==> config.mk <==
export PLATFORM = sky130hd
export DESIGN_NAME = dcache_data_array
export DESIGN_NICKNAME = d
export VERILOG_FILES = /design/src/dcache_data_array.sv
export VERILOG_INCLUDE_DIRS = /design/src
export SDC_FILE = /design/constraint.sdc
export NUM_CORES = 2
export LEC_CHECK = 0
export BUFFER_PORTS_ARGS = -buffer_cell sky130_fd_sc_hd__buf_2
export CAP_MARGIN = 5
export CORE_AREA = 2 2 733 735
export CTS_CLUSTER_SIZE = 24
export DETAILED_ROUTE_END_ITERATION = 8
export DIE_AREA = 0 0 735 737
export SKIP_CTS_REPAIR_TIMING = 1
export SYNTH_ARGS = -nofsm -noshare
export SYNTH_HDL_FRONTEND = slang
export SYNTH_SLANG_ARGS = --single-unit
==> constraint.sdc <==
create_clock -name clock -period 2.99 [get_ports clock]
set_input_delay 0.1495 -clock clock [delete_from_list [all_inputs] [get_ports clock]]
set_output_delay 0.1495 -clock clock [all_outputs]
set_load 0.05 [all_outputs]
==> src/dcache_consts.svh <==
`ifndef DCACHE_CONSTS_SVH
`define DCACHE_CONSTS_SVH

// cpu side
`define DCACHE_ADDR_W 32
`define DCACHE_BYTE_W 8

// address split is tag | index | offset
`define DCACHE_TAG_W 24
`define DCACHE_INDEX_W 3
`define DCACHE_OFFSET_W 5

// geometry
`define DCACHE_SETS 8
`define DCACHE_WAYS 2
`define DCACHE_BLOCK_BYTES 32 // also the number of refill beats

// backing memory and write-through path
`define DCACHE_MEM_ADDR_W 10
`define DCACHE_MEM_DEPTH 1024
`define DCACHE_STORE_DEPTH 4

`endif

==> src/dcache_data_array.sv <==
`timescale 1ns/1ps
`default_nettype none
`include "dcache_consts.svh"

module dcache_data_array (
	input wire logic clock,
	input wire logic wr_en,
	input wire logic wr_way,
	input wire logic [`DCACHE_INDEX_W-1:0] wr_index,
	input wire logic [`DCACHE_OFFSET_W-1:0] wr_offset,
	input wire logic [`DCACHE_BYTE_W-1:0] wr_data,
	input wire logic rd_way,
	input wire logic [`DCACHE_INDEX_W-1:0] rd_index,
	input wire logic [`DCACHE_OFFSET_W-1:0] rd_offset,
	output logic [`DCACHE_BYTE_W-1:0] rd_data
);

	localparam int ADDR_W = 1 + `DCACHE_INDEX_W + `DCACHE_OFFSET_W;
	localparam int ENTRIES = `DCACHE_WAYS * `DCACHE_SETS * `DCACHE_BLOCK_BYTES;

	logic [`DCACHE_BYTE_W-1:0] storage [ENTRIES];
	logic [ADDR_W-1:0] wr_addr;
	logic [ADDR_W-1:0] rd_addr;

	// block number is {way, set}, byte within it is the offset
	assign wr_addr = {wr_way, wr_index, wr_offset};
	assign rd_addr = {rd_way, rd_index, rd_offset};

	always_ff @(posedge clock) begin
		if (wr_en) begin
			storage[wr_addr] <= wr_data;
		end
	end

	assign rd_data = storage[rd_addr]; // same-cycle read for hits

endmodule

`default_nettype wire

==> metrics.md <==
| Metric | Value |
|---|---|
| Tmin final | between 3000 and 4000 ps |
| Drt pass-1 iters | 7 |
| Initial DRC Count | between 9k and 10k |
| RSZ-0062 raised after global routing | yes |
| Sequential area share after synthesis | 0.7699 |
| Seq pwr share | 0.524 |
| Mean Syn Cell Area | 19.92 µm² |
| Fin worst setup slack | -859.8 ps |
| F_max | between 0.2 and 0.3 GHz |
| Pleak | roughly 60 nW |
| Status | finished, violations left |
| Final worst-path cycle share | 1.288 |
| Max Cap Viol | 0 |
| Critical path class | register to output pin |
| Initial antenna violation count | 22 |
| Final Instance Area | around 0.19 mm² |
| Distinct cells, synth | 50 |
| CTS tree | done |
| PD cells | between 600 and 700 mW/mm² |
| Async S/R FF share, synth | 0 |
| CP endpoint kind | output pin |
| Vias per cell | around 5.2 |
| Die ar. | 0.5417 mm² |
| Yosys warns | 0 |
| Via count | roughly 85k |
| Startpoint type of the worst setup path | register |
| DRC errors left | 0 |
| Failing checks | negative setup slack |
| Critical Path AT | around 3700 ps |
| Final Slew Violations | 0 |
| GRT overflow | 0 |
| Worst-path fanout max | 2 |
| Clock-pin transition on the worst setup and hold timing paths | about 60 ps |
| Worst-Margin Slew | roughly 960 ps |
| Post-Synthesis Cells | 8022 |
| H-tree levels | 5 |
| Internal | approximately 95 mW |
| Most frequent cell after synthesis | edfxtp_1 |
| Number of CTS-inserted buffers | around 390 |
| Post-route ant nets | 0 |
| Final WL | approximately 440000 µm |
| Setup TNS | -5444 ps |
| Largest net degree at the start of global routing | about 150 |
| Final design utilization | 0.3579 |
| Cells after DPL | roughly 16k |
| Row cnt | approximately 270 |
| Synth top area share | 0.7699 |
| Switching share of power | 0.2149 |
| First-pass GRT wire length | just over 600000 µm |
| Clock share of power | 0.417 |
| Nets@finish | 9186 |
| Psw | 25.91 mW |
| Gpl congestion | between 0.9 and 1 |
| Cell taking the most area after synthesis | edfxtp_1 |
| CP required | about 2800 ps |
| Seq cells post-synth | roughly 4.1k |
| Clock Sinks | between 4k and 5k |
| Combinational fraction of design power | 0.059 |
| Final Hold Fails | 0 |
| Placed instance area | 0.1776 mm² |
| Root Driver | clkbuf_16 |
| Worst slew margin | 0.3613 |
| Largest registers | storage (4096) |
| Post-synth EDFFs | slightly above 4k |
| Hold_ws | 73.59 ps |
| Core region area | between 0.5 and 0.6 mm² |
| Gr usage total | 0.1551 |
| Place WS | -1254 ps |
| Synth-to-Final Area Change | 19.71% |
| Wirelength per Cell | 26.36 µm |
| Final Power | 120.6 mW |
| Peak supply drop | 0.5025 mV |
| Post-DP HPWL | roughly 280000 µm |
| Die Ht | 737 µm |
| Max clock buf depth | 4 |
| Most flop-heavy register | storage |
| Max reg flops | around 4.1k |
| Synth area leaders | edfxtp_1 (77%), mux4_2 (9.2%), mux2i_1 (5.0%), o221ai_1 (2.0%), nor2_1 (1.4%) |
| Buffers on Ports | 35 |
| Synth Cell Area | about 0.16 mm² |
| Top Ports | 36 |
| Syn_nets | roughly 8.1k |
| Share of cells above drive strength 1 | 0.2746 |
| Fin cells | ~17k |
| Final setup fails | 8 |
| Die width | between 700 and 800 µm |
| Vias in the first global route | roughly 86k |
| Initial Util | 0.2989 |
| Ys flop type | edfxtp_1 |
| Synth top cells by count | edfxtp_1 (4096), mux2i_1 (797), mux4_2 (654) |
| Hold crit path type | input port to register |
[routing by layer]
metal,global-route usage,up-vias,part of all wire
li1,-,35707,-
met5,0,-,0
met4,0.05083,0,0.034
met1,0.2052,45053,0.40
met3,0.02268,666,0.075
met2,0.2627,3882,0.49
[power by group through the flow]
| stage | clock, mW | sequential (mW) | combinational (mW) |
|---|---|---|---|
| 2_1_floorplan | 0 | 64.5 | 3.10 |
| 3_3_place_gp | 0 | 64.4 | 6.94 |
| 4_1_cts | 51.0 | 63.2 | 7.06 |
| 6_report | 50.2 | 63.2 | 7.12 |
| 3_5_place_dp | 0 | 64.5 | 7.04 |
| 5_1_grt | 53.2 | 63.2 | 7.42 |
[critical path: stages, from the launching register on]
cell	delay, ps
edfxtp_1	340
mux2i_1	90
o221ai_1	370
a21oi_1	160
nor4_2	340
buf_4	170
nand4_1	280
nor4_4	430
o2111a_2	370
buf_12	160
[logic make-up after synthesis]
group,after synthesis,synth area share
buf+inv,516,0.01851
compound gates,979,0.04317
flops,4096,0.7699
simple gates,980,0.02634
mux,1451,0.1421
[final cells by class]
| cell class | count | area, µm² |
|---|---|---|
| Fill cell | 48809 | 343200 |
| Sequential cell | 4096 | 123000 |
| Multi-Input combinational cell | 3410 | 34580 |
| Timing Repair Buffer | 1254 | 11820 |
| Clock buffer | 455 | 10170 |
| Tap cell | 7046 | 8816 |
| Clock inverter | 264 | 2824 |
| Antenna cell | 14 | 35.03 |
| Inverter | 3 | 18.77 |
[cell usage in the layout (no fill, tap or decap), drive strengths merged, types with 17 or more instances in the layout]
master / instances
edfxtp: 4096
mux4: 654
nand3: 36
a22oi: 61
a211oi: 17
o221ai: 372
o21ai: 119
nand4: 32
inv: 17
clkbuf: 455
nor2: 597
buf: 1246
nand2: 111
o22ai: 163
clkinvlp: 19
clkinv: 182
mux2i: 797
nor3: 109
and2: 20
nor4: 36
bufinv: 49
a21oi: 194
[final timing paths]
| check | startpoint | end | slack (ps) | cells after the start |
|---|---|---|---|---|
| setup / recovery | storage[33][3] | rd_data[3] | -860 | 9 |
| hold / removal | wr_offset[1] | storage[7][5] | 70 | 3 |
No activity file was read; power rests on OpenSTA's default activity.
