==> src/dcache_consts.svh <==
`ifndef DCACHE_CONSTS_SVH
`define DCACHE_CONSTS_SVH

// cpu side
`define DCACHE_ADDR_W 32
`define DCACHE_BYTE_W 8

// address split is tag | index | offset
`define DCACHE_TAG_W 24
`define DCACHE_INDEX_W 3
`define DCACHE_OFFSET_W 5

// geometry
`define DCACHE_SETS 8
`define DCACHE_WAYS 2
`define DCACHE_BLOCK_BYTES 32 // also the number of refill beats

// backing memory and write-through path
`define DCACHE_MEM_ADDR_W 10
`define DCACHE_MEM_DEPTH 1024
`define DCACHE_STORE_DEPTH 4

`endif

==> src/dcache_pkg.sv <==
`default_nettype none
`include "dcache_consts.svh"

package dcache_pkg;

	// request held by the cpu until busy is low at a rising edge
	typedef struct packed {
		logic valid;
		logic write;
		logic [`DCACHE_ADDR_W-1:0] addr;
		logic [`DCACHE_BYTE_W-1:0] wdata;
	} cpu_req_t;

	typedef struct packed {
		logic valid;
		logic [`DCACHE_MEM_ADDR_W-1:0] addr;
		logic [`DCACHE_BYTE_W-1:0] data;
	} mem_store_t;

	typedef enum logic [1:0] {
		LOOKUP_MRU = 2'd0, // probe most recently used way
		LOOKUP_ALT = 2'd1, // probe the other way
		REFILL     = 2'd2
	} ctrl_state_e;

	typedef enum logic [1:0] {
		GRANT_NONE   = 2'd0,
		GRANT_STORE  = 2'd1,
		GRANT_REFILL = 2'd2
	} bus_grant_e;

endpackage

`default_nettype wire

==> src/dcache_ctrl.sv <==
`timescale 1ns/1ps
`default_nettype none
`include "dcache_consts.svh"

module dcache_ctrl (
	input wire logic clock,
	input wire logic reset,
	input wire dcache_pkg::cpu_req_t cpu_req,
	output logic busy,
	output logic [`DCACHE_TAG_W-1:0] tag,
	output logic [`DCACHE_INDEX_W-1:0] index,
	input wire logic hit,
	input wire logic hit_way,
	input wire logic victim_way,
	input wire logic full,
	input wire dcache_pkg::bus_grant_e grant,
	input wire logic [`DCACHE_BYTE_W-1:0] mem_rdata,
	output logic probe_alt,
	output logic fill_done,
	output logic touch_alt,
	output logic push,
	output dcache_pkg::mem_store_t push_data,
	output logic refill_req,
	output logic [`DCACHE_MEM_ADDR_W-1:0] refill_addr,
	output logic wr_en,
	output logic wr_way,
	output logic [`DCACHE_OFFSET_W-1:0] wr_offset,
	output logic [`DCACHE_BYTE_W-1:0] wr_data,
	output logic rd_way,
	output logic [`DCACHE_OFFSET_W-1:0] rd_offset
);
	import dcache_pkg::*;

	localparam int BEAT_W = $clog2(`DCACHE_BLOCK_BYTES) + 1;
	localparam int TAG_LSB = `DCACHE_INDEX_W + `DCACHE_OFFSET_W;

	ctrl_state_e state;
	ctrl_state_e next_state;
	logic [BEAT_W-1:0] beat; // granted refill beats so far
	logic in_refill;
	logic refill_last;
	logic complete;

	assign tag = cpu_req.addr[`DCACHE_ADDR_W-1:TAG_LSB];
	assign index = cpu_req.addr[TAG_LSB-1:`DCACHE_OFFSET_W];
	assign rd_offset = cpu_req.addr[`DCACHE_OFFSET_W-1:0];
	assign rd_way = hit_way;

	assign in_refill = (state == REFILL);
	assign refill_last = (beat == BEAT_W'(`DCACHE_BLOCK_BYTES)); // all beats landed
	assign refill_addr = {cpu_req.addr[`DCACHE_MEM_ADDR_W-1:`DCACHE_OFFSET_W],
		beat[`DCACHE_OFFSET_W-1:0]};

	always_comb begin
		next_state = state;
		probe_alt = (state == LOOKUP_ALT);
		busy = 1'b0;
		complete = 1'b0;
		touch_alt = 1'b0;
		fill_done = 1'b0;
		refill_req = 1'b0;
		case (state)
			LOOKUP_MRU: begin
				if (cpu_req.valid && !hit) begin
					busy = 1'b1;
					next_state = LOOKUP_ALT;
				end else begin
					busy = cpu_req.valid && cpu_req.write && full; // no room for write-through
					complete = cpu_req.valid && !busy;
				end
			end
			LOOKUP_ALT: begin
				if (!cpu_req.valid) begin
					next_state = LOOKUP_MRU;
				end else if (!hit) begin
					busy = 1'b1;
					next_state = REFILL;
				end else begin
					busy = cpu_req.write && full;
					complete = !busy;
					touch_alt = complete;
					if (complete) begin
						next_state = LOOKUP_MRU;
					end
				end
			end
			REFILL: begin
				busy = cpu_req.valid;
				refill_req = !refill_last; // loses to the store buffer until it is empty
				fill_done = refill_last;
				if (refill_last) begin
					next_state = LOOKUP_MRU; // retry now hits the new block
				end
			end
			default: next_state = LOOKUP_MRU;
		endcase
		push = complete && cpu_req.write;
	end

	// refill fills the victim from memory, otherwise the cpu writes its hit way
	assign wr_en = in_refill ? (grant == GRANT_REFILL) : push;
	assign wr_way = in_refill ? victim_way : hit_way;
	assign wr_offset = in_refill ? beat[`DCACHE_OFFSET_W-1:0] : rd_offset;
	assign wr_data = in_refill ? mem_rdata : cpu_req.wdata;

	assign push_data = '{valid: push, addr: cpu_req.addr[`DCACHE_MEM_ADDR_W-1:0],
		data: cpu_req.wdata};

	always_ff @(posedge clock) begin
		if (reset) begin
			state <= LOOKUP_MRU;
			beat <= '0;
		end else begin
			state <= next_state;
			if (refill_last) begin
				beat <= '0;
			end else if (in_refill && grant == GRANT_REFILL) begin
				beat <= beat + 1'b1;
			end
		end
	end

	beat_idle_range: assert property (
		@(posedge clock) disable iff (reset)
		!in_refill |-> beat <= BEAT_W'(`DCACHE_BLOCK_BYTES - 1)
	) else $error("refill beat counter out of range outside REFILL");

endmodule

`default_nettype wire

==> config.mk <==
export PLATFORM = sky130hd
export DESIGN_NAME = dcache_ctrl
export DESIGN_NICKNAME = d
export VERILOG_FILES = /design/src/dcache_pkg.sv /design/src/dcache_ctrl.sv
export VERILOG_INCLUDE_DIRS = /design/src
export SDC_FILE = /design/constraint.sdc
export NUM_CORES = 1
export LEC_CHECK = 0
export CORE_ASPECT_RATIO = 2
export CORE_MARGIN = 5
export CORE_UTILIZATION = 25
export DETAILED_ROUTE_END_ITERATION = 6
export DONT_BUFFER_PORTS = 1
export PLACE_DENSITY = 0.44
export SLEW_MARGIN = 30
export SYNTH_ARGS = -nofsm -noshare
export SYNTH_HDL_FRONTEND = slang
export SYNTH_SLANG_ARGS = --single-unit
==> constraint.sdc <==
create_clock -name clock -period 1.8 [get_ports clock]
set_clock_uncertainty 0.1 [all_clocks]
set_input_delay 0.36 -clock clock [delete_from_list [all_inputs] [get_ports clock]]
set_output_delay 0.36 -clock clock [all_outputs]
set_load 0.005 [all_outputs]
==> run metrics <==
Seq cells post-synth 8; VDD IR max 0.268 mV; proportion of power drawn by the clock network 42.3%; All-Layer GR Usage 7.27%; ANT nets after route 0; Post-route DRC 0; final instance area 846 µm²; Syn Inst Count 143; I/O pin count 141; final net count 149; row count 34; Synth area leader buf_4; worst hold path cell count 1; Max Slew Vio Count 0; crit-path max cell delay 0.36 ns; Area Overhead vs Synth -25.2%; Worst path depth 3; unrepaired setup endpoints after global routing no; period utilization 95.7%; CP top delay family flip-flops; crit-path cells nand2b_4 > buf_12 > mux2_2; switch share 24.5%; FF-to-FF Start state[1]; critical path class reg2out; CP startpoint kind register; Comb pwr share 20.6%; # diodes 0; WL final 2370 µm; worst skew pair latency 0.23 ns; Initial Util 25.8%; HPWL Detailed 1930 µm; clock slew at reported path FFs 0.04 ns; count of cell types in the netlist 31; Synth Area per Inst 7.91 µm²; Critical Path End Type primary output; Final setup viols 0; LEAKAGE 0.310 nW; Clock Path Buffers 2; core area 0.00438 mm²; min Tclk post-route 1.72 ns; CTS tree built; max_slew headroom 81.8%; number of H-tree levels 1; Worst R2R Path Depth 4; Root Buffer clkbuf_8; CP Data Arrival Time 1.26 ns; buffers added on ports 0; reg2reg setup slack 0.39 ns; Die X 57.6 µm; Overall Power 0.505 mW; Max Cap Viol 0; Critical path origin state[0]; switching pwr 0.124 mW; largest net degree at the start of global routing 18; total gr overflow 0; total number of vias 698; Mapped Area 0.00113 mm²; Synth top area share 41.2%; die height 105 µm; status complete, no violations; fillcell total 492; CP max-delay cell dfxtp_1; Fin Setup TNS 0 ns; Yosys warning count 0; Reg power frac 37.1%; Slew @ Worst Pin 0.274 ns; First-pass DRT Iterations 4; Iteration-0 DRC Markers 11; Sink Count 8; WP buf/inv 1; Internal Power 0.382 mW; Hold Crit Class in2reg; # hold bufs at CTS 0; initial antenna violation count 0; die area 0.00605 mm²; CTS Buf Count 3; first-pass GRT wire length 3500 µm; Max Clock Freq 581 MHz; Seq/Total Area, Yosys 14.2%; Via-to-Cell Ratio 4.95; worst hold start reset; fraction of layout cells with a size suffix above 1 29.9%; gpl congestion 0.753; Final Hold Vio Count 0; syn nets 203; Placed Area 774 µm²; top cells by area, synth buf_4 (41%), dfxtp_1 (14%), mux2_2 (10%), mux2_1 (3.0%), nor2_1 (2.3%); post-DR wirelength/cell 16.8 µm; Worst EP required 1.34 ns; largest fanout on the critical path 17; number of global-route vias before repair 730; pwr dens 598 mW/mm²
## power by group through the flow
stage,logic [mW],clock network (mW),registers [mW]
floorplan,0.181,0,0.188
global placement,0.103,0,0.188
finish,0.104,0.214,0.188
global route,0.113,0.229,0.189
CTS,0.106,0.224,0.188
detailed placement,0.103,0,0.189
## final timing paths
path / end
worst min-delay path: state[0]
worst min register to register: beat[5]
worst max-delay path: wr_data[7]
worst max register to register: beat[4]
## through the flow
step                util (%)  cells  setup slack (ns)  hold WS [ns]
floorplan                  -    143             0.101         0.339
finish                  19.3    141            0.0778         0.111
CTS                     18.8    141            0.0275         0.105
global route            19.3    141            0.0121         0.112
global placement        17.7    138             0.289         0.343
detailed placement      17.7    138             0.220         0.349
## state kept, by name, summed over array words and instances, names as in the netlist
name,count
beat,6
state,2
## metal layers
layer,up-vias,wire (µm),global-route usage [%]
met4,0,101,5.97
met5,-,0,0
met1,310,799,6.74
met2,64,1110,11.7
met3,20,359,3.46
li1,304,-,-
## layout by cell type, fill, tap and decap left out
cell       instances
a21boi_0           1
a21o_1             1
a21oi_1            4
a221oi_1           1
a31o_2             1
and4_1             1
buf_12             1
buf_4              7
clkbuf_8           3
dfxtp_1            7
dfxtp_2            1
ha_1               2
inv_1              4
mux2_1             3
mux2_2            10
mux2i_1            1
nand2_1            5
nand2b_1           2
nand2b_4           1
nand3_1            4
nand4bb_1          1
nand4bb_4          1
nor2_1             7
nor2b_1            1
nor3_1             2
nor3_2             1
nor3b_1            1
nor4_1             1
o21ai_0            5
o21bai_1           1
o31ai_1            1
or3_1              3
or4_1              1
xnor2_1            1
## timing repair
action                                  in CTS  in global routing
setup buffers                                0                  0
resized for setup                            2                  2
endpoints found under the setup margin      12                  2
endpoints found under the hold margin        0                  0
## worst reg2reg max path: cells and delay by family (launching register included)
kind,cells,cell delay (ns)
DFF,1,0.40
AOI/OAI and AO/OA,1,0.15
buffers and inverters,1,0.20
and+or+nand+nor,2,0.50
## cell families after synthesis
group | share of synthesized area, %
flops | 14.2
simple gates | 15.6
xor+xnor | 0.774
fa+ha+maj | 2.21
mux | 13.8
compound gates | 8.19
buf+inv | 45.2
## synth_stat cells (all sizes together)
library cell  instances
a221oi                1
nand4bb               2
nor3                  3
buf                  66
mux2i                 1
ha                    2
or3                   3
o31ai                 1
dfxtp                 8
or4                   1
a21oi                 4
a21o                  1
nand3                 4
xnor2                 1
nor3b                 1
a31o                  1
nand2                 5
nor4                  1
and4                  1
nor2                  7
mux2                 13
clkbuf                1
inv                   4
nand2b                3
o21ai                 5
nor2b                 1
a21boi                1
o21bai                1
## area by class of cell
class                   count  area (µm²)  area share, %
multi-input cells          64         488           57.7
flip-flops and latches      8         161           19.1
repair buffers              8        72.6           8.58
well taps                  54        67.6           7.99
clock buffers               3        41.3           4.88
inverters                   4        15.0           1.78
No activity file was read; power rests on OpenSTA's default activity.
