--- src/dcache_consts.svh ---
`ifndef DCACHE_CONSTS_SVH
`define DCACHE_CONSTS_SVH

// cpu side
`define DCACHE_ADDR_W 32
`define DCACHE_BYTE_W 8

// address split is tag | index | offset
`define DCACHE_TAG_W 24
`define DCACHE_INDEX_W 3
`define DCACHE_OFFSET_W 5

// geometry
`define DCACHE_SETS 8
`define DCACHE_WAYS 2
`define DCACHE_BLOCK_BYTES 32 // also the number of refill beats

// backing memory and write-through path
`define DCACHE_MEM_ADDR_W 10
`define DCACHE_MEM_DEPTH 1024
`define DCACHE_STORE_DEPTH 4

`endif

--- src/dcache_tag_array.sv ---
`timescale 1ns/1ps
`default_nettype none
`include "dcache_consts.svh"

module dcache_tag_array (
	input wire logic clock,
	input wire logic reset,
	input wire logic [`DCACHE_INDEX_W-1:0] index,
	input wire logic [`DCACHE_TAG_W-1:0] tag,
	input wire logic probe_alt,
	input wire logic fill_done,
	input wire logic touch_alt,
	output logic hit,
	output logic hit_way,
	output logic victim_way
);

	logic [`DCACHE_TAG_W-1:0] tags [`DCACHE_WAYS][`DCACHE_SETS];
	logic [`DCACHE_WAYS-1:0][`DCACHE_SETS-1:0] valid;
	logic [`DCACHE_SETS-1:0] mru;
	logic [`DCACHE_SETS-1:0] fifo; // next way to replace

	// one way per cycle, mru first, its partner when probe_alt is set
	assign hit_way = mru[index] ^ probe_alt;
	assign hit = valid[hit_way][index] && (tags[hit_way][index] == tag);
	assign victim_way = fifo[index];

	always_ff @(posedge clock) begin
		if (reset) begin
			valid <= '0;
			mru <= '0;
			fifo <= '0;
		end else if (fill_done) begin
			valid[victim_way][index] <= 1'b1;
			mru[index] <= victim_way; // freshly filled block becomes mru
			fifo[index] <= ~victim_way;
		end else if (touch_alt) begin
			mru[index] <= ~mru[index];
		end
	end

	always_ff @(posedge clock) begin
		if (fill_done) begin
			tags[victim_way][index] <= tag;
		end
	end

	// the controller finishes a refill and an alternate hit in different states
	fill_touch_exclusive: assert property (
		@(posedge clock) disable iff (reset)
		!(fill_done && touch_alt)
	) else $error("fill_done and touch_alt high in the same cycle");

endmodule

`default_nettype wire

--- config.mk ---
export PLATFORM = sky130hd
export DESIGN_NAME = dcache_tag_array
export DESIGN_NICKNAME = d
export VERILOG_FILES = /design/src/dcache_tag_array.sv
export VERILOG_INCLUDE_DIRS = /design/src
export SDC_FILE = /design/constraint.sdc
export NUM_CORES = 1
export LEC_CHECK = 0
export ABC_AREA = 1
export BUFFER_PORTS_ARGS = -buffer_cell sky130_fd_sc_hd__buf_2
export CORE_MARGIN = 4
export CORE_UTILIZATION = 40
export CTS_CLUSTER_SIZE = 24
export DETAILED_ROUTE_END_ITERATION = 7
export PLACE_DENSITY_LB_ADDON = 0.1
export SLEW_MARGIN = 20
export SYNTH_ARGS = -nofsm -noshare
export SYNTH_HDL_FRONTEND = slang
export SYNTH_SLANG_ARGS = --single-unit
--- constraint.sdc ---
create_clock -name clock -period 5.37 [get_ports clock]
set_clock_uncertainty 0.2 [all_clocks]
set_input_delay 0.8055 -clock clock [delete_from_list [all_inputs] [get_ports clock]]
set_output_delay 0.8055 -clock clock [all_outputs]
set_load 0.05 [all_outputs]
==> flow_summary.yaml, run 1 <==
outcome:
  status: "finished, final reports clean"
worst_setup_path:
  worstPathRequired_ns: 4.36
  crit_type: "in -> out"
  worstPathArrival_ns: 4.07
  critical_path.max_fanout: 38
  cp-end-kind: "output pin"
  critPathLaunchType: "input pin"
yosys:
  synthXorXnorAreaFrac: 0
  yosys.area_share.simple: 0.235
  synthTopCellsByArea: "edfxtp_1 66%, nand2_1 13%, nand3_1 7.2%"
  avgSynthCellArea_um2: 10.7
  synth_top_family_by_area: "simple AND/OR/NAND/NOR gates"
  syn-cell-area_um2: 17300
  synth_top_cell_by_area: "edfxtp_1"
  ys_seq_elements: 416
  synth_compound_area_frac: 0.0164
  synth_top_area_share: 0.665
  synth_cell_types: 25
  synthMuxAreaShare: 0
  ys_warn_count: 0
  syn-num-nets: 1653
  synthAdderAreaFrac: 0
  yosysSeqAreaShare: 0.702
  netlist_instances: 1621
timing:
  maxSlewHeadroom: 0.465
  final_max_slew_viol_count: 0
  setup_viol: 0
  hold_slack_ns: 0.262
  worstMarginPinSlew_ns: 0.800
  fin_setup_tns_ns: 0
  hold_violations: 0
  period_needed_ns: 5.07
  timing.fmax_mhz: 197
  period_share: 0.945
  rsz0062_at_grt: "no"
detailed_routing:
  antenna_left: 0
  drc_errors: 0
  drt_wl_total_um: 50000
  viasPerCell: 5.09
  drt_iter0_markers: 1082
  wl_per_cell_um: 21.6
  via_count: 11800
  drt_pre_antenna_iters: 5
final_layout:
  drive_gt1_frac: 0.106
  final_common_cell: "nand2_1"
  syn_to_final_growth_pct: 15.3
  final_nets: 1720
  layout_common_cells: "614 x nand2_1, 384 x edfxtp_1, 251 x nand3_1"
  final_cell_area_um2: 20000
die:
  rows: 76
  start_util: 0.404
  ios: 35
  core_area_um2: 43000
  fp.dieArea_um2: 46800
  die_h_um: 216
  dieWidth_um: 216
placement:
  hpwl_um: 28100
  place_area_um2: 18500
  place.gp.congestion: 0.803
  io_buffers: 34
clock_network:
  cts_max_level: 2
  clk_pin_slew_worst_paths_ns: 0.06
  clkLatencyLatePin_ns: 0.57
  cts_tree: "built"
  cts_inserted_buffers: 46
  cts_sinks: 416
  cts_hold_buffers: 0
  cts-root-buf: "clkbuf_16"
  clk_path_buf_depth: 3
power:
  power.leakage_uw: 0.00756
  peakVddDrop_v: 0.000232
  power_density_nw_per_um2: 365
global_route:
  grt_max_degree: 55
  grt_pass1_vias: 11100
  grt_pass1_wl_um: 72600
  antenna_found_initial: 1
  grt_overflow: 0
  grt_util_all_layers: 0.209
run:
  cap_violations: 0
worst_hold_path:
  hold_class: "reg -> reg"
[path summary, 6_finish.rpt]
path	from	to	slack, ns	cells past startpoint
worst max-delay path	index[0]	hit	0.30	23
worst min-delay path	valid[12]	valid[12]	0.26	2
worst max register to register	fifo[0]	tags[1][117]	2.32	9
worst min register to register	valid[12]	valid[12]	0.26	2
[through the flow]
| stage | total power (µW) | worst slack (ns) | cells | util |
|---|---|---|---|---|
| 2_1_floorplan | 4080 | 1.09 | 1621 | - |
| 3_3_place_gp | 4330 | 0.275 | 2222 | 0.431 |
| 3_5_place_dp | 4330 | 0.210 | 2222 | 0.431 |
| 4_1_cts | 7370 | 0.198 | 2307 | 0.464 |
| 5_1_grt | 7590 | 0.000210 | 2310 | 0.465 |
| 6_report | 7310 | 0.296 | 2311 | 0.465 |
[timing repair]
item                                    in CTS  in global routing
gates resized for setup                      0                  4
setup buffers                                0                  0
endpoints found under the setup margin       0                  1
[cell families (layout without fill, tap and decap cells)]
family                 after synthesis  count (layout)
AO/OA/AOI/OAI                       48              48
flip-flops                         416             416
AND/OR/NAND/NOR                    979             982
other                                0               1
buffers and inverters              178             279
[layout make-up]
class	instances	area, µm²
inverters	105	394
multi-input cells	1030	4550
well taps	585	732
repair buffers	89	711
diodes	1	2.50
clock inverters	20	159
clock buffers	65	1290
fillers	4004	23000
flip-flops and latches	416	12200
[worst max-delay path: stages]
cell and delay, ns:
buf_2 0.15, inv_2 0.12, nand2_1 0.08, nand3_1 0.09, nand2_1 0.09, nor2_2 0.25, nand2_2 0.23, nand2_8 0.23
buf_12 0.24, buf_12 0.20, nand2_1 0.06, nand3_1 0.08, nand2_1 0.07, inv_1 0.06, nand2_1 0.06, o21ai_1 0.22
nand2_1 0.07, nor2_1 0.12, nand2_1 0.08, nor2_1 0.10, nand2_1 0.06, nor2_1 0.25, clkbuf_4 0.31
[registers in the layout, indices dropped and copies added, names as in the netlist]
signal  flops
mru         8
fifo        8
tags      384
valid      16
[synthesized netlist by cell type]
master,count
clkinv_1,1
nor2_1,87
dfxtp_1,32
a21oi_1,10
o21ai_0,11
inv_1,100
nor3_1,1
nand2_2,7
nor2_4,2
clkbuf_1,23
nand2_1,615
o211ai_1,6
edfxtp_1,384
nand3_1,251
buf_6,10
buf_1,7
nand3b_1,4
buf_2,19
a211oi_1,4
buf_4,14
nand4_1,11
o21ai_1,9
or2_0,1
o21a_1,8
inv_2,4
[metal layers]
layer  wire, µm  vias to the layer above  track usage  share of wire
met5         20                        -            0        0.00040
met4        933                        2       0.0446          0.019
met3       2890                       74       0.0393          0.058
met2      24200                      314        0.351           0.48
met1      22000                     5742        0.287           0.44
li1           -                     5627            -              -
[power breakdown]
group / total, µW / switching [µW] / leakage, µW / internal [µW]
Sequential: 3590 / 10.1 / 0.00373 / 3580
Combinational: 681 / 491 / 0.00313 / 190
Clock: 3030 / 1230 / 0.000701 / 1800
Total: 7310 / 1730 / 0.00756 / 5580
(Power assumes the default switching activity.)
==> run 2: changes to the inputs <==
- BUFFER_PORTS_ARGS: -buffer_cell sky130_fd_sc_hd__buf_2 -> -buffer_cell sky130_fd_sc_hd__buf_4
- clock period: 5.37 -> 4.43 ns (I/O delays scaled with it)
==> run 2 against run 1 <==
Against the previous run:
- non-clock buffer count up 58
- clock-buffer cell count down 5
- cell count up 2.3%
- sequential power up 21%
- design area up 5.7%
- utilization up 2.6 points
- hold slack worse by 0.049 ns
- flip-flop and latch count unchanged
- total power up 27%
==> flow_summary.yaml, run 2 (synthesis gave the netlist of run 1 again) <==
worst_setup_path:
  worstPathRequired_ns: 3.57
  critical_path.max_fanout: 10
  cp-end-kind: "output pin"
  critPathLaunchType: "input pin"
  worstPathArrival_ns: 3.35
  crit_type: "in -> out"
clock_network:
  cts_sinks: 416
  cts_max_level: 2
  clk_path_buf_depth: 3
  cts_inserted_buffers: 46
  clk_pin_slew_worst_paths_ns: 0.06
  cts_tree: "built"
  clkLatencyLatePin_ns: 0.56
  cts-root-buf: "clkbuf_16"
global_route:
  grt_util_all_layers: 0.217
  grt_overflow: 0
  grt_pass1_wl_um: 75600
  antenna_found_initial: 1
  grt_max_degree: 38
  grt_pass1_vias: 11600
detailed_routing:
  drt_pre_antenna_iters: 5
  antenna_left: 0
  via_count: 12000
  viasPerCell: 5.08
  wl_per_cell_um: 21.9
  drt_wl_total_um: 51900
  drc_errors: 0
  drt_iter0_markers: 931
final_layout:
  top_register: "tags"
  largest_reg_flops: 384
  final_common_cell: "nand2_1"
  syn_to_final_growth_pct: 21.9
  drive_gt1_frac: 0.155
  final_nets: 1778
  diodes: 0
  layout_common_cells: "608 x nand2_1, 384 x edfxtp_1, 249 x nand3_1"
  fin_util: 0.492
  reg_top3: "tags (384), valid (16)"
timing:
  hold_slack_ns: 0.213
  timing.fmax_mhz: 237
  period_share: 0.951
  hold_violations: 0
  setup_viol: 0
  fin_setup_tns_ns: 0
  final_max_slew_viol_count: 0
  worstMarginPinSlew_ns: 0.815
  maxSlewHeadroom: 0.456
  period_needed_ns: 4.21
power:
  internal_power_uw: 7110
  combPwrFrac: 0.115
  switching_share: 0.237
  power_density_nw_per_um2: 440
  peakVddDrop_v: 0.000333
  power.leakage_uw: 0.00810
  clockPowerShare: 0.418
  power_uw: 9310
  seqPwrFrac: 0.468
  power.switching_uw: 2200
die:
  start_util: 0.404
  fp.dieArea_um2: 46800
  ios: 35
  dieWidth_um: 216
  rows: 76
  die_h_um: 216
  core_area_um2: 43000
worst_hold_path:
  hold_class: "in -> reg"
placement:
  io_buffers: 34
  hpwl_um: 28500
  place.gp.congestion: 0.796
run:
  cap_violations: 0
outcome:
  status: "finished, final reports clean"
[run 2: power groups by stage]
| stage | sequential, µW | clock (µW) | combinational [µW] |
|---|---|---|---|
| 2_1_floorplan | 4440 | 0 | 513 |
| 3_3_place_gp | 4440 | 0 | 889 |
| 3_5_place_dp | 4440 | 0 | 895 |
| 4_1_cts | 4350 | 3970 | 958 |
| 5_1_grt | 4350 | 4140 | 1170 |
| 6_report | 4350 | 3890 | 1070 |
[run 2: worst paths after layout]
kind | from | end | slack [ns] | cells past startpoint
setup / recovery | index[2] | hit | 0.22 | 24
hold reg to reg | valid[14] | valid[14] | 0.26 | 2
setup reg to reg | fifo[4] | tags[1][76] | 1.35 | 9
hold / removal | reset | valid[12] | 0.21 | 2
[run 2: layout make-up]
cell class	instances	area, µm²
fill	3971	21800
tap	585	732
inverter	105	394
timing repair buffer	147	1640
clock inverter	20	248
sequential	416	12200
clock buffer	60	1280
multi-input combinational	1030	4670
[run 2: through the flow]
step	instances	worst slack, ns	cell area, µm²
finish	2363	0.217	21100
detailed placement	2249	-0.209	18900
global placement	2248	-0.226	18900
global route	2363	-0.0138	21100
CTS	2338	0.0368	20700
floorplan	1621	0.433	17300
[run 2: timing repair]
action                     4_1_cts  5_1_grt
pin swaps                        3       31
gates resized for setup         18       40
hold endpoints to repair         0        0
setup buffers                    4       19
cloned                           5        6
setup endpoints to repair        1        1
hold buffers                     0        0
[run 2: critical path, cell delays in order]
cell and delay, ns:
buf_4 0.14, nor2_1 0.16, nand3_1 0.11, nand2_2 0.12, inv_2 0.04, nand2_2 0.12, nand2_4 0.10, nand2_8 0.11
buf_12 0.14, buf_4 0.18, nand2_1 0.06, nand3_1 0.08, nand2_1 0.05, nand2_1 0.05, nand2_1 0.07, o21ai_1 0.15
nand2_1 0.13, nor2_4 0.13, nand2_1 0.10, nor2_2 0.14, nand2_1 0.07, nor2_2 0.14, buf_4 0.13, buf_8 0.13
[run 2: layer usage]
layer,share of wire,vias up,wire length [µm],GRT usage
met5,0.00035,-,18,0
met4,0.032,2,1660,0.0751
met3,0.048,80,2480,0.0314
met2,0.47,292,24500,0.353
met1,0.45,5904,23200,0.301
li1,-,5736,-,-
