### src/dcache_consts.svh
`ifndef DCACHE_CONSTS_SVH
`define DCACHE_CONSTS_SVH

// cpu side
`define DCACHE_ADDR_W 32
`define DCACHE_BYTE_W 8

// address split is tag | index | offset
`define DCACHE_TAG_W 24
`define DCACHE_INDEX_W 3
`define DCACHE_OFFSET_W 5

// geometry
`define DCACHE_SETS 8
`define DCACHE_WAYS 2
`define DCACHE_BLOCK_BYTES 32 // also the number of refill beats

// backing memory and write-through path
`define DCACHE_MEM_ADDR_W 10
`define DCACHE_MEM_DEPTH 1024
`define DCACHE_STORE_DEPTH 4

`endif

### src/dcache_pkg.sv
`default_nettype none
`include "dcache_consts.svh"

package dcache_pkg;

	// request held by the cpu until busy is low at a rising edge
	typedef struct packed {
		logic valid;
		logic write;
		logic [`DCACHE_ADDR_W-1:0] addr;
		logic [`DCACHE_BYTE_W-1:0] wdata;
	} cpu_req_t;

	typedef struct packed {
		logic valid;
		logic [`DCACHE_MEM_ADDR_W-1:0] addr;
		logic [`DCACHE_BYTE_W-1:0] data;
	} mem_store_t;

	typedef enum logic [1:0] {
		LOOKUP_MRU = 2'd0, // probe most recently used way
		LOOKUP_ALT = 2'd1, // probe the other way
		REFILL     = 2'd2
	} ctrl_state_e;

	typedef enum logic [1:0] {
		GRANT_NONE   = 2'd0,
		GRANT_STORE  = 2'd1,
		GRANT_REFILL = 2'd2
	} bus_grant_e;

endpackage

`default_nettype wire

### src/store_buffer.sv
`timescale 1ns/1ps
`default_nettype none
`include "dcache_consts.svh"

module store_buffer #(
	parameter int DEPTH = `DCACHE_STORE_DEPTH
) (
	input wire logic clock,
	input wire logic reset,
	input wire logic push,
	input wire dcache_pkg::mem_store_t push_data,
	output dcache_pkg::mem_store_t head,
	output logic full,
	input wire logic store_grant
);
	import dcache_pkg::*;

	localparam int PTR_W = (DEPTH > 1) ? $clog2(DEPTH) : 1;
	localparam int CNT_W = $clog2(DEPTH + 1);

	mem_store_t entries [DEPTH];
	logic [PTR_W-1:0] wr_ptr;
	logic [PTR_W-1:0] rd_ptr;
	logic [CNT_W-1:0] count;

	// circular wrap that also works for depths that are not a power of two
	function automatic logic [PTR_W-1:0] bump(input logic [PTR_W-1:0] ptr);
		return (ptr == PTR_W'(DEPTH - 1)) ? '0 : ptr + 1'b1;
	endfunction

	always_comb begin
		head = entries[rd_ptr];
		head.valid = (count != '0); // oldest store offered first
	end

	assign full = (count == CNT_W'(DEPTH));

	always_ff @(posedge clock) begin
		if (reset) begin
			wr_ptr <= '0;
			rd_ptr <= '0;
			count <= '0;
		end else begin
			if (push) begin
				wr_ptr <= bump(wr_ptr);
			end
			if (store_grant) begin
				rd_ptr <= bump(rd_ptr);
			end
			case ({push, store_grant})
				2'b10: count <= count + 1'b1;
				2'b01: count <= count - 1'b1;
				default: count <= count;
			endcase
		end
	end

	always_ff @(posedge clock) begin
		if (push) begin
			entries[wr_ptr] <= push_data;
		end
	end

	// the controller holds a write hit while the buffer is full
	no_push_when_full: assert property (
		@(posedge clock) disable iff (reset)
		full |-> !push
	) else $error("store pushed into a full buffer");

endmodule

`default_nettype wire

### config.mk
export PLATFORM = sky130hd
export DESIGN_NAME = store_buffer
export DESIGN_NICKNAME = d
export VERILOG_FILES = /design/src/dcache_pkg.sv /design/src/store_buffer.sv
export VERILOG_INCLUDE_DIRS = /design/src
export SDC_FILE = /design/constraint.sdc
export NUM_CORES = 1
export LEC_CHECK = 0
export BUFFER_PORTS_ARGS = -buffer_cell sky130_fd_sc_hd__clkbuf_2
export CORE_MARGIN = 4
export CORE_UTILIZATION = 43
export DETAILED_ROUTE_END_ITERATION = 16
export GPL_ROUTABILITY_DRIVEN = 0
export PLACE_DENSITY = 0.66
export SLEW_MARGIN = 20
export SYNTH_ARGS = -nofsm -noshare
export SYNTH_HDL_FRONTEND = slang
export SYNTH_SLANG_ARGS = --single-unit
### constraint.sdc
create_clock -name clock -period 1.6 [get_ports clock]
set_input_delay 0 -clock clock [delete_from_list [all_inputs] [get_ports clock]]
set_output_delay 0 -clock clock [all_outputs]
set_load 0.1 [all_outputs]
==> run metrics, run 1 <==
CTS sink count=81; Synth Instances=138; #FFs+latches synth=81; most common cell after layout, fill and taps aside=edfxtp_1; Via Count=1503; first-pass GRT wire length=8340 um; Worst Skew=3.56 ps; Die Y=92.6 um; CTS tree=built; Lkg Pwr=1.45 nW; n_diodes=0; post-route cell area=4080 um2; final worst slack=-7.87 ps; status=finished, violations left; Antenna Violating Nets Remaining=0; end point of the critical path=head[12]; RSZ-0062 raised after global routing=true; Post-DP Area=3700 um2; final setup vio count=4; Crit path arrival time=1610 ps; maximum clock frequency=622 MHz; Clock Latency Late Sink=330 ps; DR WL/cell=16.2 um; WL final=5060 um; CTS H-tree lvls=3; Synth Net Count=168; max-slew violation count=0; # rows=30; XOR/XNOR share of the synthesized area=0.00569; post-synthesis mux area share=0.151; core area=6870 um2; Layout area overhead=32.6%; DRT iter0 DRCs=70; Worst IR Drop VDD=0.640 mV; crit share post-route=1.00; Avg Cell Area, Syn=22.3 um2; max_slew headroom=0.641; Non-Filler Instances=313; Synth Area in Simple Gates=0.0268; die width=92.6 um; Post-Syn Area=3080 um2; Startpoint Class=register; dpl ws=75.7 ps; number of global-route vias before repair=1658; reg2reg end=count[2]; Synth Area in Adders=0.0309; initial antenna violation count=0; Area contributors post-synth=edfxtp_1, mux4_2, mux4_1, dfxtp_1, ha_1; failing checks=setup timing; # DRC=0; FF-to-FF setup slack=130 ps; Seq/Total Area, Yosys=0.761; commonest non-fill, non-tap cells in the layout=edfxtp_1, clkbuf_2, dlygate4sd3_1, buf_12, mux4_2; drt first pass iters=4; cts bufs inserted=9; Netlist cell types=19; critical path required time=1600 ps; Hold/Removal Path Class=in -> reg; CTS clock-pin slew for the worst setup and hold paths=80 ps; Crit Path Max Fanout=8; critical path capture point type=primary output; worst r2r src=count[0]; Final #Nets=243; max cap viols=0; initial core utilization=0.448; r2r worst-path depth=4; complex-gate fraction of the synthesized area=0.00650; post-route minimum period=1610 ps; port buffer count=41; leading area contributor after synthesis=edfxtp_1; Post-CTS Setup Bufs=0; P per Cell Area=1220 nW/um2; gr usage total=0.131; GR Overflow Total=0; Least-Margin Pin Slew=541 ps; CTS Buffer Depth=2; main combinational cell family by area after synthesis=multiplexers; synth warn=0; Yosys top cell area share=0.702; share of cells above drive strength 1=0.378; io pins=43; vias per cell=4.80; largest net degree at the start of global routing=19; total power=0.00498 W; CTS root buffer=clkbuf_8; final number of hold-violating endpoints=0; Crit Path Category=reg -> out; dpl cells=278; Die ar.=8580 um2
[cell usage after synthesis]
cell,n
buf_12,1
nor3b_1,3
inv_1,4
xnor2_1,1
edfxtp_1,72
buf_6,1
xor2_1,1
dfxtp_1,9
buf_2,2
o21ai_0,1
fa_1,1
and2_1,4
a21oi_1,3
ha_1,6
mux4_1,8
mux4_2,10
mux2i_1,3
or3_1,2
nor2_1,6
[cells by family after synthesis]
group,count (synthesis)
and+or+nand+nor,15
DFF,81
xor gates and xnor gates,2
adders and majority gates,7
AOI/OAI and AO/OA,4
muxes,21
buffers and inverters,8
[layout make-up]
type | count | area, um2
clock buffer | 10 | 128
clock inverter | 5 | 57.6
fill | 507 | 2790
inverter | 4 | 15.0
multi-input combinational | 49 | 656
sequential | 81 | 2350
tap | 96 | 120
timing repair buffer | 68 | 761
[through the flow]
stage,setup TNS (ps),hold WS (ps),utilization
final,-23.3,37.4,0.594
after global routing,-1110,46.7,0.594
after CTS,-473,14.1,0.594
after detailed placement,0,220,0.539
after global placement,0,214,0.539
after floorplan,0,69.1,-
[worst min-delay path by stage]
stage,start,slack [ps],end,cells past startpoint
floorplan,reset,70,count[2],1
global placement,push_data[16],210,entries[3][16],1
detailed placement,push_data[5],220,entries[3][5],1
CTS,store_grant,10,register,3
global route,store_grant,50,register,3
finish,store_grant,40,rd_ptr[1],3
[what timing repair did]
| item | CTS | global route |
|---|---|---|
| hold buffers | 20 | 0 |
| endpoints found under the setup margin | 18 | 18 |
| endpoints found under the hold margin | 81 | 0 |
| pin swaps | 0 | 0 |
| resized for setup | 15 | 0 |
[where the power goes]
part | switching, W | internal [W] | leakage (nW) | total [W]
registers | 0.0000403 | 0.00240 | 0.736 | 0.00244
clock network | 0.000673 | 0.000709 | 0.0844 | 0.00138
logic | 0.000737 | 0.000426 | 0.630 | 0.00116
[state kept, by name (all words and copies together), names as in the netlist, named ones only]
| name | flops |
|---|---|
| wr_ptr | 2 |
| entries | 72 |
| rd_ptr | 2 |
| count | 3 |
[worst max-delay path, cell delays in order, from the launching register on]
cell,delay [ps]
dfxtp_4,380
buf_8,150
mux4_2,550
buf_12,190
[metal layers]
layer  global-route usage  wire length (um)
met1                0.151              1990
met2                0.223              2800
met3               0.0382               204
met4               0.0684                63
met5                    0                 0
No activity file was read; power rests on OpenSTA's default activity.
==> inputs of run 2 (changes only) <==
Settings changed: MAX_ROUTING_LAYER set to met4, SKIP_LAST_GASP set to 1.
==> run metrics, run 2 (same netlist as run 1, synthesis figures left out) <==
CP cell instances=buf_8 > mux4_2 > buf_12; Startpoint Class=register; Crit path arrival time=1600 ps (about the same); Least-Margin Pin Slew=541 ps (unchanged); largest net degree at the start of global routing=19 (unchanged); post-route minimum period=1600 ps (-3.97 ps); share of cells above drive strength 1=0.378 (unchanged); Die ar.=8580 um2 (unchanged); CTS H-tree lvls=3 (unchanged); cts bufs inserted=9 (unchanged); total power=0.00499 W (+0.10%); Worst IR Drop VDD=0.640 mV (about the same); critical path required time=1600 ps (about the same); Worst path top cell family by delay=multiplexers; max reg flops=72 (unchanged); worst r2r src=count[0]; Crit Path Max Fanout=8 (unchanged); critical path capture point type=primary output; Antenna Violating Nets Remaining=0 (unchanged); n_diodes=0 (unchanged); CTS root buffer=clkbuf_8; # rows=30 (unchanged); die width=92.6 um (unchanged); final worst slack=-3.90 ps (+3.97 ps); Regs by FF count=entries x72, count x3; Via Count=1508 (+0.33%); Non-Filler Instances=313 (unchanged); hold path start=store_grant; CTS tree=built; vias per cell=4.82 (+0.33%); drt first pass iters=4 (unchanged); max-slew violation count=0 (unchanged); CTS Buffer Depth=2 (unchanged); Fillers=507 (unchanged); status=finished, violations left; CP max-delay cell=mux4_2; failing checks=setup timing; commonest non-fill, non-tap cells in the layout=edfxtp_1, clkbuf_2, dlygate4sd3_1, buf_12, mux4_2; most crowded layer after global routing=met2; most common cell after layout, fill and taps aside=edfxtp_1; setup TNS=-14.6 ps (+8.79 ps); grt met2 use=0.223 (unchanged); crit share post-route=1.00 (-0.00248); DRT iter0 DRCs=63 (-10%); Critical Path Max Stage Delay=550 ps (about the same); final number of hold-violating endpoints=0 (unchanged); initial antenna violation count=0 (unchanged); CTS clock-pin slew for the worst setup and hold paths=70 ps (about the same); max_slew headroom=0.641 (unchanged); crit path buf inv count=2 (unchanged); register with the most flip-flops=entries; DR WL/cell=16.2 um (+0.14%); RSZ-0062 raised after global routing=true; Worst Skew=4.15 ps (+0.587 ps); initial core utilization=0.448 (unchanged); io pins=43 (unchanged); Layout area overhead=32.6% (unchanged); CTS sink count=81 (unchanged); Post-CTS Setup Bufs=0 (unchanged); Lkg Pwr=1.45 nW (unchanged); WL final=5060 um (+0.14%); Clock Latency Late Sink=330 ps (about the same); gr usage total=0.135 (+0.00390); first-pass GRT wire length=8360 um (+0.24%); max cap viols=0 (unchanged); # DRC=0 (unchanged); final setup vio count=5 (+1); GR Overflow Total=0 (unchanged); P per Cell Area=1220 nW/um2 (+0.10%); number of global-route vias before repair=1655 (-0.18%); core area=6870 um2 (unchanged); Min Hold Slack=36.7 ps (-0.650 ps); GR Layer Usage met3=0.0333 (-0.00487); maximum clock frequency=623 MHz (+0.25%); Die Y=92.6 um (unchanged); final core occ=0.594 (unchanged); dpl cells=278 (unchanged); met1 Resource Use GR=0.152 (+0.000552); Final #Nets=243 (unchanged); Hold/Removal Path Class=in -> reg; port buffer count=41 (unchanged); Crit Path Category=reg -> out
run 2: cell counts in the layout (fill, tap and decap cells not counted):
Identical to the previous run, type by type.
run 2: layout make-up:
| class | count | area [um2] | area share |
|---|---|---|---|
| well taps | 96 | 120 | 0.0294 |
| inverters | 4 | 15.0 | 0.00368 |
| multi-input cells | 49 | 656 | 0.161 |
| clock buffers | 10 | 128 | 0.0313 |
| repair buffers | 68 | 761 | 0.186 |
| flip-flops and latches | 81 | 2350 | 0.575 |
| clock inverters | 5 | 57.6 | 0.0141 |
run 2: final timing paths:
path               endpoint  slack, ps  cells after the start
setup / recovery   head[12]         -4                      3
hold / removal    rd_ptr[1]         40                      3
setup reg to reg   count[2]        130                      4
hold reg to reg    count[2]        520                      2
run 2: routing by layer:
| metal | share of wire | vias to the layer above | wire (um) |
|---|---|---|---|
| li1 | - | 704 | - |
| met4 | 0.020 | 0 | 99 |
| met1 | 0.39 | 762 | 2000 |
| met5 | 0 | - | 0 |
| met3 | 0.039 | 8 | 198 |
| met2 | 0.55 | 34 | 2770 |
run 2: repair_timing:
item	in CTS	in global routing
endpoints found under the hold margin	81	0
setup endpoints to repair	18	18
resized for setup	15	0
hold buffers	20	0
run 2: per-stage QoR:
step,instance area (um2),setup slack (ps)
3_3_place_gp,3700,160
5_1_grt,4080,-77.9
6_report,4080,-3.90
2_1_floorplan,3080,35.7
3_5_place_dp,3700,75.7
4_1_cts,4080,-43.6
run 2: worst reg2reg max path, cell delays in order (launching register included):
cell     delay, ps
dfxtp_1        370
fa_1           450
xnor2_1        140
or3_1          310
a21oi_1        150
run 2: report_power, final:
part	switching (W)	internal (W)
clock network	0.000677	0.000710
registers	0.0000402	0.00240
logic	0.000737	0.000426
==> inputs of run 3 (changes only) <==
Settings changed: CORE_UTILIZATION 43 to 56, PLACE_DENSITY 0.66 to 0.81, RECOVER_POWER set to 50.
==> run metrics, run 3 (same netlist as run 1, synthesis figures left out) <==
largest net degree at the start of global routing=19 (unchanged); Antenna Violating Nets Remaining=0 (unchanged); drt first pass iters=4 (unchanged); CTS Buffer Depth=2 (unchanged); n_diodes=0 (unchanged); final core occ=0.778 (+0.183); GR Overflow Total=0 (unchanged); Startpoint Class=register; RSZ-0062 raised after global routing=true; Clock Latency Late Sink=330 ps (about the same); core area=5200 um2 (-24%); max cap viols=0 (unchanged); dpl hpwl=3380 um; Crit path arrival time=1600 ps (about the same); post-route cell area=4050 um2 (-0.86%); Die Y=82.2 um (-11%); max_slew headroom=0.638 (-0.00247); Lkg Pwr=1.42 nW (-2.2%); Hold/Removal Path Class=in -> reg; Least-Margin Pin Slew=545 ps (+3.72 ps); Worst Skew=7.65 ps (+3.50 ps); max reg flops=72 (unchanged); maximum clock frequency=625 MHz (+0.21%); # DRC=0 (unchanged); Die ar.=6750 um2 (-21%); crit share post-route=1.00 (-0.00215); first-pass GRT wire length=8510 um (+1.9%); Regs by FF count=entries x72, count x3; DRT iter0 DRCs=63 (unchanged); Min Hold Slack=19.2 ps (-17.5 ps); CTS clock-pin slew for the worst setup and hold paths=70 ps (about the same); CTS root buffer=clkbuf_8; CTS tree=built; gr usage total=0.188 (+0.0524); commonest non-fill, non-tap cells in the layout=edfxtp_1, clkbuf_1, buf_12, dlygate4sd3_1, mux4_2; area occupied by multi-input gates=657 um2 (+0.19%); failing checks=setup timing; Crit Path Category=reg -> out; dpl ws=-7.46 ps (-83.2 ps); initial antenna violation count=0 (unchanged); io pins=43 (unchanged); vias per cell=5.29 (+9.9%); Worst IR Drop VDD=0.842 mV (+32%); Post-DP Area=3680 um2 (-0.68%); final worst slack=-0.461 ps (+3.44 ps); port buffer count=41 (unchanged); final setup vio count=2 (-3); Layout area overhead=31.5%; max-slew violation count=0 (unchanged); die width=82.2 um (-11%); number of global-route vias before repair=1665 (+0.60%); register area=2350 um2 (unchanged); cts bufs inserted=9 (unchanged); register with the most flip-flops=entries; most common cell after layout, fill and taps aside=edfxtp_1; Via Count=1530 (+1.5%); P per Cell Area=1270 nW/um2 (+3.7%); final number of hold-violating endpoints=0 (unchanged); share of cells above drive strength 1=0.292 (-0.0856); Final #Nets=244 (+0.41%); critical path required time=1600 ps (about the same); initial core utilization=0.592 (+0.143); critical path capture point type=primary output; status=finished, violations left; WL final=5480 um (+8.3%); CTS H-tree lvls=3 (unchanged); Non-Filler Instances=289 (-7.7%); # rows=26 (-13%); post-route minimum period=1600 ps (-3.44 ps); Crit Path Max Fanout=9 (+1); Fillers=293 (-42%); dpl cells=253 (-9.0%); CTS sink count=81 (unchanged); DR WL/cell=19.0 um (+17%)
## run 3: critical path, stage by stage (launching register included)
cell     delay (ps)
dfxtp_4         380
buf_12          140
mux4_2          550
buf_12          190
## run 3: final cells by class
type / count / share of cell area
sequential: 81 / 0.580
inverter: 4 / 0.00371
tap: 70 / 0.0216
multi-input combinational: 49 / 0.162
timing repair buffer: 69 / 0.183
clock buffer: 12 / 0.0334
clock inverter: 4 / 0.0167
## run 3: power by group
group          internal [W]  leakage [nW]  switching (W)
registers           0.00240         0.736      0.0000405
logic              0.000424         0.582       0.000745
clock network      0.000871        0.0997       0.000649
## run 3: what timing repair did
| item | CTS | global route |
|---|---|---|
| pin swaps | 0 | 0 |
| setup buffers | 0 | 0 |
| resized for setup | 16 | 0 |
| gates cloned | 1 | 0 |
| endpoints found under the setup margin | 36 | 18 |
| hold buffers | 19 | 0 |
| endpoints found under the hold margin | 81 | 0 |
## run 3: per-stage QoR
stage	total power (W)	setup TNS (ps)
detailed placement	0.00361	-127
floorplan	0.00322	0
global route	0.00530	-1080
CTS	0.00517	-423
finish	0.00513	-0.568
global placement	0.00358	0
## run 3: metal layers
metal	global-route usage	vias up	wire length, um
met5	-	-	0
met4	0.0648	0	41
met3	0.0456	5	201
met2	0.305	37	2980
met1	0.234	783	2260
li1	-	705	-
## run 3: final timing paths
| kind | startpoint | to | slack [ps] | cells past startpoint |
|---|---|---|---|---|
| setup / recovery | register | head[17] | -0.5 | 3 |
| hold reg to reg | rd_ptr[1] | rd_ptr[1] | 550 | 2 |
| hold / removal | store_grant | rd_ptr[1] | 20 | 3 |
| setup reg to reg | count[0] | count[2] | 90 | 4 |
